**src/cpu_pkg.sv**
```systemverilog
package cpu_pkg;

	typedef logic [15:0] word_t;
	typedef logic [1:0] reg_idx_t;

	// one instruction word seen through two field layouts
	typedef union packed {
		struct packed {
			logic [3:0] opcode;
			reg_idx_t   rs;
			reg_idx_t   rt;
			reg_idx_t   rd;
			logic [5:0] func;
		} r;
		struct packed {
			logic [3:0] opcode;
			reg_idx_t   rs;
			reg_idx_t   rt;
			logic [7:0] imm;
		} i;
	} instr_u;

	// opcodes
	localparam logic [3:0] op_adi   = 4'd4;
	localparam logic [3:0] op_ori   = 4'd5;
	localparam logic [3:0] op_lhi   = 4'd6;
	localparam logic [3:0] op_lwd   = 4'd7;
	localparam logic [3:0] op_swd   = 4'd8;
	localparam logic [3:0] op_rtype = 4'd15;

	// r-type function field
	localparam logic [5:0] fn_add = 6'd0;
	localparam logic [5:0] fn_sub = 6'd1;
	localparam logic [5:0] fn_and = 6'd2;
	localparam logic [5:0] fn_orr = 6'd3;
	localparam logic [5:0] fn_wwd = 6'd28;
	localparam logic [5:0] fn_hlt = 6'd29;

	localparam logic [1:0] alu_add = 2'd0;
	localparam logic [1:0] alu_sub = 2'd1;
	localparam logic [1:0] alu_and = 2'd2;
	localparam logic [1:0] alu_or  = 2'd3;

	// operand source for execute
	localparam logic [1:0] fwd_reg = 2'd0;
	localparam logic [1:0] fwd_mem = 2'd1;
	localparam logic [1:0] fwd_wb  = 2'd2;

endpackage

```
**src/cpu_top.sv**
```systemverilog
`timescale 1ns/1ps

module cpu_top #(
	parameter cpu_pkg::word_t reset_pc = 16'h0000
) (
	input  logic           clk,
	input  logic           reset_n,
	output logic           inst_read_o,
	output cpu_pkg::word_t inst_addr_o,
	input  cpu_pkg::word_t inst_data_i,
	output logic           data_read_o,
	output logic           data_write_o,
	output cpu_pkg::word_t data_addr_o,
	output cpu_pkg::word_t data_wdata_o,
	input  cpu_pkg::word_t data_rdata_i,
	output logic           out_valid_o,
	output cpu_pkg::word_t out_data_o,
	output cpu_pkg::word_t num_inst_o,
	output logic           is_halted_o
);

	logic stall;
	logic halt_seen;
	cpu_pkg::word_t if_instr;
	logic if_valid;

	cpu_pkg::word_t ex_a;
	cpu_pkg::word_t ex_b;
	cpu_pkg::word_t ex_imm;
	cpu_pkg::reg_idx_t ex_rs;
	cpu_pkg::reg_idx_t ex_rt;
	cpu_pkg::reg_idx_t ex_dst;
	logic ex_reg_write;
	logic ex_mem_read;
	logic ex_mem_write;
	logic ex_use_imm;
	logic ex_wwd;
	logic ex_hlt;
	logic [1:0] ex_alu_op;
	cpu_pkg::reg_idx_t id_rs;
	cpu_pkg::reg_idx_t id_rt;
	logic [1:0] fwd_a;
	logic [1:0] fwd_b;

	cpu_pkg::word_t mem_result;
	cpu_pkg::word_t mem_store;
	cpu_pkg::reg_idx_t mem_dst;
	logic mem_reg_write;
	logic mem_read;
	logic mem_write;
	logic mem_wwd;
	logic mem_hlt;

	logic wb_en;
	cpu_pkg::reg_idx_t wb_idx;
	cpu_pkg::word_t wb_data;

	fetch_unit #(
		.reset_pc (reset_pc)
	) u_fetch (
		.clk         (clk),
		.reset_n     (reset_n),
		.stall_i     (stall),
		.halt_seen_i (halt_seen),
		.inst_data_i (inst_data_i),
		.inst_read_o (inst_read_o),
		.inst_addr_o (inst_addr_o),
		.if_instr_o  (if_instr),
		.if_valid_o  (if_valid)
	);

	decode_unit u_decode (
		.clk            (clk),
		.reset_n        (reset_n),
		.stall_i        (stall),
		.if_valid_i     (if_valid),
		.wb_en_i        (wb_en),
		.if_instr_i     (if_instr),
		.wb_idx_i       (wb_idx),
		.wb_data_i      (wb_data),
		.halt_seen_o    (halt_seen),
		.ex_a_o         (ex_a),
		.ex_b_o         (ex_b),
		.ex_imm_o       (ex_imm),
		.ex_rs_o        (ex_rs),
		.ex_rt_o        (ex_rt),
		.ex_dst_o       (ex_dst),
		.ex_reg_write_o (ex_reg_write),
		.ex_mem_read_o  (ex_mem_read),
		.ex_mem_write_o (ex_mem_write),
		.ex_use_imm_o   (ex_use_imm),
		.ex_wwd_o       (ex_wwd),
		.ex_hlt_o       (ex_hlt),
		.ex_alu_op_o    (ex_alu_op),
		.id_rs_o        (id_rs),
		.id_rt_o        (id_rt)
	);

	hazard_unit u_hazard (
		.id_rs_i         (id_rs),
		.id_rt_i         (id_rt),
		.ex_rs_i         (ex_rs),
		.ex_rt_i         (ex_rt),
		.ex_dst_i        (ex_dst),
		.mem_dst_i       (mem_dst),
		.wb_dst_i        (wb_idx),
		.ex_mem_read_i   (ex_mem_read),
		.mem_reg_write_i (mem_reg_write),
		.wb_reg_write_i  (wb_en),
		.stall_o         (stall),
		.fwd_a_o         (fwd_a),
		.fwd_b_o         (fwd_b)
	);

	execute_unit u_execute (
		.clk             (clk),
		.reset_n         (reset_n),
		.ex_a_i          (ex_a),
		.ex_b_i          (ex_b),
		.ex_imm_i        (ex_imm),
		.ex_dst_i        (ex_dst),
		.ex_reg_write_i  (ex_reg_write),
		.ex_mem_read_i   (ex_mem_read),
		.ex_mem_write_i  (ex_mem_write),
		.ex_use_imm_i    (ex_use_imm),
		.ex_wwd_i        (ex_wwd),
		.ex_hlt_i        (ex_hlt),
		.ex_alu_op_i     (ex_alu_op),
		.fwd_a_i         (fwd_a),
		.fwd_b_i         (fwd_b),
		.wb_data_i       (wb_data),
		.mem_result_o    (mem_result),
		.mem_store_o     (mem_store),
		.mem_dst_o       (mem_dst),
		.mem_reg_write_o (mem_reg_write),
		.mem_read_o      (mem_read),
		.mem_write_o     (mem_write),
		.mem_wwd_o       (mem_wwd),
		.mem_hlt_o       (mem_hlt)
	);

	mem_wb_unit u_mem_wb (
		.clk             (clk),
		.reset_n         (reset_n),
		.mem_result_i    (mem_result),
		.mem_store_i     (mem_store),
		.mem_dst_i       (mem_dst),
		.mem_reg_write_i (mem_reg_write),
		.mem_read_i      (mem_read),
		.mem_write_i     (mem_write),
		.mem_wwd_i       (mem_wwd),
		.mem_hlt_i       (mem_hlt),
		.data_rdata_i    (data_rdata_i),
		.data_read_o     (data_read_o),
		.data_write_o    (data_write_o),
		.data_addr_o     (data_addr_o),
		.data_wdata_o    (data_wdata_o),
		.wb_en_o         (wb_en),
		.wb_idx_o        (wb_idx),
		.wb_data_o       (wb_data),
		.out_valid_o     (out_valid_o),
		.out_data_o      (out_data_o),
		.num_inst_o      (num_inst_o),
		.is_halted_o     (is_halted_o)
	);

endmodule

```
**src/decode_unit.sv**
```systemverilog
`timescale 1ns/1ps

module decode_unit (
	input  logic              clk,
	input  logic              reset_n,
	input  logic              stall_i,
	input  logic              if_valid_i,
	input  logic              wb_en_i,
	input  cpu_pkg::word_t    if_instr_i,
	input  cpu_pkg::reg_idx_t wb_idx_i,
	input  cpu_pkg::word_t    wb_data_i,
	output logic              halt_seen_o,
	output cpu_pkg::word_t    ex_a_o,
	output cpu_pkg::word_t    ex_b_o,
	output cpu_pkg::word_t    ex_imm_o,
	output cpu_pkg::reg_idx_t ex_rs_o,
	output cpu_pkg::reg_idx_t ex_rt_o,
	output cpu_pkg::reg_idx_t ex_dst_o,
	output logic              ex_reg_write_o,
	output logic              ex_mem_read_o,
	output logic              ex_mem_write_o,
	output logic              ex_use_imm_o,
	output logic              ex_wwd_o,
	output logic              ex_hlt_o,
	output logic [1:0]        ex_alu_op_o,
	output cpu_pkg::reg_idx_t id_rs_o,
	output cpu_pkg::reg_idx_t id_rt_o
);

	cpu_pkg::instr_u instr;
	cpu_pkg::word_t rs_data;
	cpu_pkg::word_t rt_data;
	cpu_pkg::word_t dec_imm;
	cpu_pkg::reg_idx_t dec_dst;
	logic [1:0] dec_alu_op;
	logic dec_known;
	logic dec_reg_write;
	logic dec_mem_read;
	logic dec_mem_write;
	logic dec_use_imm;
	logic dec_wwd;
	logic dec_hlt;
	logic issue;

	assign instr = if_instr_i;
	assign id_rs_o = instr.r.rs;
	assign id_rt_o = instr.r.rt;

	register_file u_regs (
		.clk         (clk),
		.reset_n     (reset_n),
		.rd_idx_a_i  (instr.r.rs),
		.rd_idx_b_i  (instr.r.rt),
		.wr_idx_i    (wb_idx_i),
		.wr_en_i     (wb_en_i),
		.wr_data_i   (wb_data_i),
		.rd_data_a_o (rs_data),
		.rd_data_b_o (rt_data)
	);

	always_comb begin
		dec_known = 1'b0;
		dec_reg_write = 1'b0;
		dec_mem_read = 1'b0;
		dec_mem_write = 1'b0;
		dec_use_imm = 1'b0;
		dec_wwd = 1'b0;
		dec_hlt = 1'b0;
		dec_alu_op = cpu_pkg::alu_add;
		dec_dst = instr.i.rt;
		// sign-extended by default, for ADI and the memory offsets
		dec_imm = {{8{instr.i.imm[7]}}, instr.i.imm};
		case (instr.r.opcode)
			cpu_pkg::op_rtype: begin
				dec_dst = instr.r.rd;
				dec_known = 1'b1;
				case (instr.r.func)
					cpu_pkg::fn_add: dec_reg_write = 1'b1;
					cpu_pkg::fn_sub: begin
						dec_reg_write = 1'b1;
						dec_alu_op = cpu_pkg::alu_sub;
					end
					cpu_pkg::fn_and: begin
						dec_reg_write = 1'b1;
						dec_alu_op = cpu_pkg::alu_and;
					end
					cpu_pkg::fn_orr: begin
						dec_reg_write = 1'b1;
						dec_alu_op = cpu_pkg::alu_or;
					end
					cpu_pkg::fn_wwd: dec_wwd = 1'b1;
					cpu_pkg::fn_hlt: dec_hlt = 1'b1;
					default: dec_known = 1'b0;
				endcase
			end
			cpu_pkg::op_adi: begin
				dec_known = 1'b1;
				dec_reg_write = 1'b1;
				dec_use_imm = 1'b1;
			end
			cpu_pkg::op_ori: begin
				dec_known = 1'b1;
				dec_reg_write = 1'b1;
				dec_use_imm = 1'b1;
				dec_alu_op = cpu_pkg::alu_or;
				dec_imm = {8'h00, instr.i.imm};
			end
			cpu_pkg::op_lhi: begin
				// AND with an immediate loads the immediate itself
				dec_known = 1'b1;
				dec_reg_write = 1'b1;
				dec_use_imm = 1'b1;
				dec_alu_op = cpu_pkg::alu_and;
				dec_imm = {instr.i.imm, 8'h00};
			end
			cpu_pkg::op_lwd: begin
				dec_known = 1'b1;
				dec_reg_write = 1'b1;
				dec_mem_read = 1'b1;
				dec_use_imm = 1'b1;
			end
			cpu_pkg::op_swd: begin
				dec_known = 1'b1;
				dec_mem_write = 1'b1;
				dec_use_imm = 1'b1;
			end
			default: dec_known = 1'b0;
		endcase
	end

	// anything stalled, invalid, unknown or past HLT goes in as a bubble
	assign issue = if_valid_i && !stall_i && !halt_seen_o && dec_known;

	always_ff @(posedge clk) begin
		if (!reset_n) begin
			ex_reg_write_o <= 1'b0;
			ex_mem_read_o <= 1'b0;
			ex_mem_write_o <= 1'b0;
			ex_wwd_o <= 1'b0;
			ex_hlt_o <= 1'b0;
			halt_seen_o <= 1'b0;
		end else begin
			ex_reg_write_o <= issue && dec_reg_write;
			ex_mem_read_o <= issue && dec_mem_read;
			ex_mem_write_o <= issue && dec_mem_write;
			ex_wwd_o <= issue && dec_wwd;
			ex_hlt_o <= issue && dec_hlt;
			if (issue && dec_hlt) begin
				halt_seen_o <= 1'b1;
			end
		end
	end

	always_ff @(posedge clk) begin
		ex_a_o <= rs_data;
		ex_b_o <= rt_data;
		ex_imm_o <= dec_imm;
		ex_rs_o <= instr.r.rs;
		ex_rt_o <= instr.r.rt;
		ex_dst_o <= dec_dst;
		ex_use_imm_o <= dec_use_imm;
		ex_alu_op_o <= dec_alu_op;
	end

endmodule

```
**src/execute_unit.sv**
```systemverilog
`timescale 1ns/1ps

module execute_unit (
	input  logic              clk,
	input  logic              reset_n,
	input  cpu_pkg::word_t    ex_a_i,
	input  cpu_pkg::word_t    ex_b_i,
	input  cpu_pkg::word_t    ex_imm_i,
	input  cpu_pkg::reg_idx_t ex_dst_i,
	input  logic              ex_reg_write_i,
	input  logic              ex_mem_read_i,
	input  logic              ex_mem_write_i,
	input  logic              ex_use_imm_i,
	input  logic              ex_wwd_i,
	input  logic              ex_hlt_i,
	input  logic [1:0]        ex_alu_op_i,
	input  logic [1:0]        fwd_a_i,
	input  logic [1:0]        fwd_b_i,
	input  cpu_pkg::word_t    wb_data_i,
	output cpu_pkg::word_t    mem_result_o,
	output cpu_pkg::word_t    mem_store_o,
	output cpu_pkg::reg_idx_t mem_dst_o,
	output logic              mem_reg_write_o,
	output logic              mem_read_o,
	output logic              mem_write_o,
	output logic              mem_wwd_o,
	output logic              mem_hlt_o
);

	cpu_pkg::word_t op_a;
	cpu_pkg::word_t fwd_b;
	cpu_pkg::word_t op_b;
	cpu_pkg::word_t alu_res;

	function automatic cpu_pkg::word_t forward(logic [1:0] sel, cpu_pkg::word_t reg_val);
		case (sel)
			cpu_pkg::fwd_mem: return mem_result_o;
			cpu_pkg::fwd_wb: return wb_data_i;
			default: return reg_val;
		endcase
	endfunction

	assign op_a = forward(fwd_a_i, ex_a_i);
	assign fwd_b = forward(fwd_b_i, ex_b_i);
	assign op_b = ex_use_imm_i ? ex_imm_i : fwd_b;

	always_comb begin
		case (ex_alu_op_i)
			cpu_pkg::alu_add: alu_res = op_a + op_b;
			cpu_pkg::alu_sub: alu_res = op_a - op_b;
			// immediate form is LHI
			cpu_pkg::alu_and: alu_res = ex_use_imm_i ? op_b : (op_a & op_b);
			default: alu_res = op_a | op_b;
		endcase
		// WWD carries rs through unchanged
		if (ex_wwd_i) begin
			alu_res = op_a;
		end
	end

	always_ff @(posedge clk) begin
		if (!reset_n) begin
			mem_reg_write_o <= 1'b0;
			mem_read_o <= 1'b0;
			mem_write_o <= 1'b0;
			mem_wwd_o <= 1'b0;
			mem_hlt_o <= 1'b0;
		end else begin
			mem_reg_write_o <= ex_reg_write_i;
			mem_read_o <= ex_mem_read_i;
			mem_write_o <= ex_mem_write_i;
			mem_wwd_o <= ex_wwd_i;
			mem_hlt_o <= ex_hlt_i;
		end
	end

	always_ff @(posedge clk) begin
		mem_result_o <= alu_res;
		mem_store_o <= fwd_b;
		mem_dst_o <= ex_dst_i;
	end

endmodule

```
**src/fetch_unit.sv**
```systemverilog
`timescale 1ns/1ps

module fetch_unit #(
	parameter cpu_pkg::word_t reset_pc = 16'h0000
) (
	input  logic           clk,
	input  logic           reset_n,
	input  logic           stall_i,
	input  logic           halt_seen_i,
	input  cpu_pkg::word_t inst_data_i,
	output logic           inst_read_o,
	output cpu_pkg::word_t inst_addr_o,
	output cpu_pkg::word_t if_instr_o,
	output logic           if_valid_o
);

	cpu_pkg::word_t pc;

	// first fetch in the first cycle out of reset
	assign inst_read_o = reset_n && !halt_seen_i;
	assign inst_addr_o = pc;

	always_ff @(posedge clk) begin
		if (!reset_n) begin
			pc <= reset_pc;
			if_valid_o <= 1'b0;
		end else if (halt_seen_i) begin
			// nothing past HLT may enter decode
			if_valid_o <= 1'b0;
		end else if (!stall_i) begin
			if_valid_o <= 1'b1;
			pc <= pc + 16'd1;
		end
	end

	// fetched word stays put with valid on a stall
	always_ff @(posedge clk) begin
		if (!stall_i && !halt_seen_i) begin
			if_instr_o <= inst_data_i;
		end
	end

endmodule

```
**src/hazard_unit.sv**
```systemverilog
`timescale 1ns/1ps

module hazard_unit (
	input  cpu_pkg::reg_idx_t id_rs_i,
	input  cpu_pkg::reg_idx_t id_rt_i,
	input  cpu_pkg::reg_idx_t ex_rs_i,
	input  cpu_pkg::reg_idx_t ex_rt_i,
	input  cpu_pkg::reg_idx_t ex_dst_i,
	input  cpu_pkg::reg_idx_t mem_dst_i,
	input  cpu_pkg::reg_idx_t wb_dst_i,
	input  logic              ex_mem_read_i,
	input  logic              mem_reg_write_i,
	input  logic              wb_reg_write_i,
	output logic              stall_o,
	output logic [1:0]        fwd_a_o,
	output logic [1:0]        fwd_b_o
);

	// newest producer wins, so memory stage before writeback
	function automatic logic [1:0] pick_source(cpu_pkg::reg_idx_t src);
		if (mem_reg_write_i && mem_dst_i == src) begin
			return cpu_pkg::fwd_mem;
		end
		if (wb_reg_write_i && wb_dst_i == src) begin
			return cpu_pkg::fwd_wb;
		end
		return cpu_pkg::fwd_reg;
	endfunction

	// load data only exists after the memory stage
	assign stall_o = ex_mem_read_i && (ex_dst_i == id_rs_i || ex_dst_i == id_rt_i);

	assign fwd_a_o = pick_source(ex_rs_i);
	assign fwd_b_o = pick_source(ex_rt_i);

endmodule

```
**src/mem_wb_unit.sv**
```systemverilog
`timescale 1ns/1ps

module mem_wb_unit (
	input  logic              clk,
	input  logic              reset_n,
	input  cpu_pkg::word_t    mem_result_i,
	input  cpu_pkg::word_t    mem_store_i,
	input  cpu_pkg::reg_idx_t mem_dst_i,
	input  logic              mem_reg_write_i,
	input  logic              mem_read_i,
	input  logic              mem_write_i,
	input  logic              mem_wwd_i,
	input  logic              mem_hlt_i,
	input  cpu_pkg::word_t    data_rdata_i,
	output logic              data_read_o,
	output logic              data_write_o,
	output cpu_pkg::word_t    data_addr_o,
	output cpu_pkg::word_t    data_wdata_o,
	output logic              wb_en_o,
	output cpu_pkg::reg_idx_t wb_idx_o,
	output cpu_pkg::word_t    wb_data_o,
	output logic              out_valid_o,
	output cpu_pkg::word_t    out_data_o,
	output cpu_pkg::word_t    num_inst_o,
	output logic              is_halted_o
);

	logic wb_retire;
	logic wb_hlt;

	// data memory answers in the same cycle
	assign data_read_o = mem_read_i;
	assign data_write_o = mem_write_i;
	assign data_addr_o = mem_result_i;
	assign data_wdata_o = mem_store_i;

	assign out_data_o = wb_data_o;

	always_ff @(posedge clk) begin
		if (!reset_n) begin
			wb_en_o <= 1'b0;
			wb_retire <= 1'b0;
			wb_hlt <= 1'b0;
			out_valid_o <= 1'b0;
			num_inst_o <= '0;
			is_halted_o <= 1'b0;
		end else begin
			wb_en_o <= mem_reg_write_i;
			// bubbles carry no control bit at all
			wb_retire <= mem_reg_write_i || mem_write_i || mem_wwd_i || mem_hlt_i;
			wb_hlt <= mem_hlt_i;
			out_valid_o <= mem_wwd_i;
			if (wb_retire) begin
				num_inst_o <= num_inst_o + 16'd1;
			end
			if (wb_hlt) begin
				is_halted_o <= 1'b1;
			end
		end
	end

	always_ff @(posedge clk) begin
		wb_idx_o <= mem_dst_i;
		wb_data_o <= mem_read_i ? data_rdata_i : mem_result_i;
	end

endmodule

```
**src/register_file.sv**
```systemverilog
`timescale 1ns/1ps

module register_file (
	input  logic              clk,
	input  logic              reset_n,
	input  cpu_pkg::reg_idx_t rd_idx_a_i,
	input  cpu_pkg::reg_idx_t rd_idx_b_i,
	input  cpu_pkg::reg_idx_t wr_idx_i,
	input  logic              wr_en_i,
	input  cpu_pkg::word_t    wr_data_i,
	output cpu_pkg::word_t    rd_data_a_o,
	output cpu_pkg::word_t    rd_data_b_o
);

	cpu_pkg::word_t regs [4];

	always_ff @(posedge clk) begin
		if (!reset_n) begin
			for (int k = 0; k < 4; k++) begin
				regs[k] <= '0;
			end
		end else if (wr_en_i) begin
			regs[wr_idx_i] <= wr_data_i;
		end
	end

	// same-cycle writeback shows up on the read side
	assign rd_data_a_o = (wr_en_i && wr_idx_i == rd_idx_a_i) ? wr_data_i : regs[rd_idx_a_i];
	assign rd_data_b_o = (wr_en_i && wr_idx_i == rd_idx_b_i) ? wr_data_i : regs[rd_idx_b_i];

endmodule

```
**config.mk**
```make
export PLATFORM = sky130hd
export DESIGN_NAME = cpu_top
export DESIGN_NICKNAME = d
export VERILOG_FILES = /design/src/cpu_pkg.sv /design/src/cpu_top.sv /design/src/decode_unit.sv /design/src/execute_unit.sv /design/src/fetch_unit.sv /design/src/hazard_unit.sv /design/src/mem_wb_unit.sv /design/src/register_file.sv
export SDC_FILE = /design/constraint.sdc
export NUM_CORES = 1
export LEC_CHECK = 0
export ABC_AREA = 1
export BUFFER_PORTS_ARGS = -buffer_cell sky130_fd_sc_hd__buf_2
export CORE_MARGIN = 4
export CORE_UTILIZATION = 59
export CTS_BUF_LIST = sky130_fd_sc_hd__clkbuf_16
export DETAILED_ROUTE_END_ITERATION = 6
export PLACE_DENSITY = 0.8
export SYNTH_ARGS = -nofsm -noshare
export SYNTH_HDL_FRONTEND = slang
export SYNTH_SLANG_ARGS = --single-unit
```
**constraint.sdc**
```tcl
create_clock -name clk -period 3.93 [get_ports clk]
set_input_delay 0.1965 -clock clk [delete_from_list [all_inputs] [get_ports clk]]
set_output_delay 0.1965 -clock clk [all_outputs]
set_load 0.01 [all_outputs]
```
==> results.md <==
- Vias in the first global route: 9,766
- Multiplexer share of the synthesized area: less than 1%
- CP Cell Sequence: inv_4 > nand2_1 > nand2_2 > nand3_2 > buf_8 > nand3_1 > nand4_1 > nand2_1 > nand2_1 > nor2_4 > nand2_1 > nand2_2 > o21ai_2 > o21bai_2 > xor2_1 > ha_1 > a21oi_2 > o31ai_1 > a21oi_1 > nand2_1 > or2_2 > nand3_1 > nand4_1 > o21a_1
- Grt met3 use: 4.26%
- DRT iter0 DRCs: 1,033
- IO Port Bufs: 118
- Post-Route WL: 33,000 um
- Main combinational cell family by area after synthesis: simple AND/OR/NAND/NOR gates
- Crit path depth: 24
- Synthesized area per cell: around 8.2 sq um
- DR vias/cell: 5.74
- Arr. time, crit path: 4210 ps
- Post-synthesis sequential area ratio: 49.1%
- Outcome: finished clean
- Post-synth ARST share: 0%
- Ports: roughly 120
- Clock latency on the worst-skew pair: ~550 ps
- Syn_nets: ~1,500
- Cell depth of the worst flop-to-flop path: 24
- Via Count: 10,600
- Die height: about 150 um
- Syn-to-layout area delta: 19.4%
- CORE AREA: 0.0190 sq mm
- Max stage delay on crit path: between 300 and 400 ps
- Clock-pin slew on the worst setup and hold paths: 60 ps
- Final GP Congestion: approximately 0.96
- Dominant synthesized flop cell: dfxtp_1
- First-pass DRT Iterations: 7
- GR Layer Usage met1: 38.4%
- Hold Crit Depth: 4
- Die X: 148 um
- First-pass GRT wire length: approximately 50,000 um
- Post-Syn Area: approximately 0.012 sq mm
- Total congestion overflow: 0
- Tightest Pin Transition: ~1100 ps
- H-tree depth: 1
- Post-synthesis simple-gate area fraction: 20.8%
- Pleak: about 0.006 uW
- Final setup fails: 0
- Root buf cell: clkbuf_16
- Drt drc: 0
- Synth Area in Compound Gates: around 17%
- Gr busiest metal: met2
- Type of the most critical hold path: input pin to flop
- Filler Cell Count: 1,438
- TritonCTS clock tree: built
- Row count: 50
- WL/cell: 17.9 um
- Critical Path Fanout Max: 6
- Share of layout cells above drive strength 1: 18.2%
- Fmax: 265 MHz
- Post-synth EDFFs: 80
- Final Max Tran Viols: 0
- Non-filler instance count after layout: 1,842
- Bufs on Longest Clock Path: 3
- Crit start category: flop
- RSZ-0062 raised after global routing: yes
- Die area: between 0.02 and 0.025 sq mm
- Largest net degree at the start of global routing: 65
- Max-cap violations: 0
- Worst setup path category: flop to flop
- Slew margin rel.: 25.0%
- Maximum VDD drop: between 0.4 and 0.5 mV
- Gr usage total: 29.1%
- Setup TNS: 0 ps
- Synth Warn #: 0
- Post-synthesis xor/xnor area fraction: 1.67%
- Final net count: 1,620
- Antenna cells: 0
- HPWL after DPL: 22,400 um
- CP max-delay cell: dfxtp_4
- Commonest non-fill, non-tap cell in the layout: nand2_1
- Minimum clock period: 3780 ps
- Initial antenna violation count: 0
- WP buf/inv: 2
- Commonest non-fill, non-tap cells in the layout: 201 x nand2_1, 171 x inv_1, 160 x nor2_1
- Met2 usage: 48.6%
- Data required, critical path: 4360 ps
- Clock buffer count from CTS: 26
- Adder-Cell Fraction of Synth Area: 2.68%
- Dpl cells: 1,746
- Pwr Density: 497 mW/mm^2
- Post-synth cell types: 57
- Period utilisation layout: between 90% and 100%
- Synthesized flop and latch total: 242
- Register area: around 0.0057 sq mm
- Worst Setup End Kind: flop
- Worst path top cell family by delay: simple AND/OR/NAND/NOR gates
- Clock skew: 24.0 ps
- Crit path top cell by count: nand2_1
- Initial Util: 60.7%
- # clock sinks: ~240
- Final hold violation count: 0
- Post-synthesis cell count: about 1,400
- Multi-input gate area: 0.00500 sq mm
- Antenna-violating nets left: 0
## synthesized netlist by cell type, types with 3 or more instances
cell type | count | area share [%]
nand3_2 | 13 | 1.1
nor3b_1 | 3 | 0.20
buf_2 | 4 | 0.17
buf_4 | 4 | 0.26
o21ai_1 | 3 | 0.13
clkbuf_1 | 47 | 1.5
o21a_1 | 3 | 0.20
a21oi_2 | 4 | 0.30
nand2_2 | 7 | 0.38
o211ai_1 | 35 | 2.3
ha_1 | 23 | 2.5
nand4_1 | 13 | 0.71
o21ai_0 | 122 | 5.3
a31oi_1 | 35 | 1.9
or2_2 | 17 | 0.92
dfxtp_1 | 162 | 28
inv_1 | 171 | 5.6
o22ai_1 | 11 | 0.60
a21oi_1 | 89 | 3.9
nand3_1 | 61 | 2.7
xnor2_1 | 5 | 0.38
buf_6 | 4 | 0.39
nor2_1 | 160 | 5.2
nor4_1 | 5 | 0.27
a221oi_1 | 9 | 0.69
edfxtp_1 | 80 | 21
inv_2 | 6 | 0.20
xor2_1 | 17 | 1.3
nand2_1 | 205 | 6.7
nor3_1 | 35 | 1.5
a2bb2oi_1 | 8 | 0.61
## cell families after synthesis
| logic type | count (synthesis) |
|---|---|
| and+or+nand+nor | 532 |
| AOI/OAI and AO/OA | 337 |
| DFF | 242 |
| buffers and inverters | 240 |
| adders and majority gates | 24 |
| xor gates and xnor gates | 22 |
| muxes | 2 |
## stage by stage
stage	instance area, sq um	setup WS, ps	hold slack, ps	power [uW]	utilization (%)
final	13700	152	170	6830	72.5
after global routing	13700	-63.2	186	7110	72.5
after CTS	13500	21.6	166	6750	71.2
after detailed placement	12400	67.5	375	4460	65.3
after global placement	12400	122	375	4440	65.3
after floorplan	11500	537	295	3880	-
## power by group
group          total, uW  switching, uW  internal (uW)
clock               2290           1010           1280
sequential          3190            352           2840
combinational       1350            837            513
## per-layer routing
layer,share of wire (%),vias to the layer above
met3,8.2,89
met5,0,-
li1,-,5066
met1,40,4881
met4,4.1,0
met2,47,530
## sequential cells by signal (all words and copies together) (netlist names), 2 cells and up, named ones only
signal                  count
u_decode.ex_imm_o          16
u_decode.ex_dst_o           2
u_mem_wb.num_inst_o        16
u_fetch.if_instr_o         16
u_decode.ex_a_o            16
u_fetch.inst_addr_o        16
u_mem_wb.out_data_o        16
u_execute.mem_result_o     16
u_mem_wb.wb_idx_o           2
u_execute.mem_store_o      16
u_decode.ex_rt_o            2
u_decode.u_regs.regs       64
u_decode.ex_rs_o            2
u_decode.ex_alu_op_o        2
u_execute.mem_dst_o         2
u_decode.ex_b_o            16
## repair_timing
item,in CTS,in global routing
gates resized for setup,0,32
hold buffers,32,0
setup endpoints to repair,0,7
hold endpoints to repair,36,0
buffers inserted,0,15
## path summary, 6_finish.rpt
path                               start                          to  slack (ps)
setup / recovery    u_mem_wb.wb_idx_o[1]  u_execute.mem_result_o[14]         150
hold / removal                   reset_n   u_execute.mem_reg_write_o         170
setup reg to reg    u_mem_wb.wb_idx_o[1]  u_execute.mem_result_o[14]         150
hold reg to reg   u_execute.mem_dst_o[1]        u_mem_wb.wb_idx_o[1]         380
## layout make-up
class                           count  area share [%]
Clock inverter                     22            1.10
Tap cell                          260            2.37
Timing Repair Buffer              194            9.21
Sequential cell                   242            41.2
Clock buffer                       26            4.74
Inverter                          180            4.97
Multi-Input combinational cell    918            36.4
## tightest hold or removal path: cells and delay by family
family                 cells  cell delay [ps]
buffers and inverters      3              390
AND/OR/NAND/NOR            1               90
Note: power is estimated with default switching activity, not from simulation.
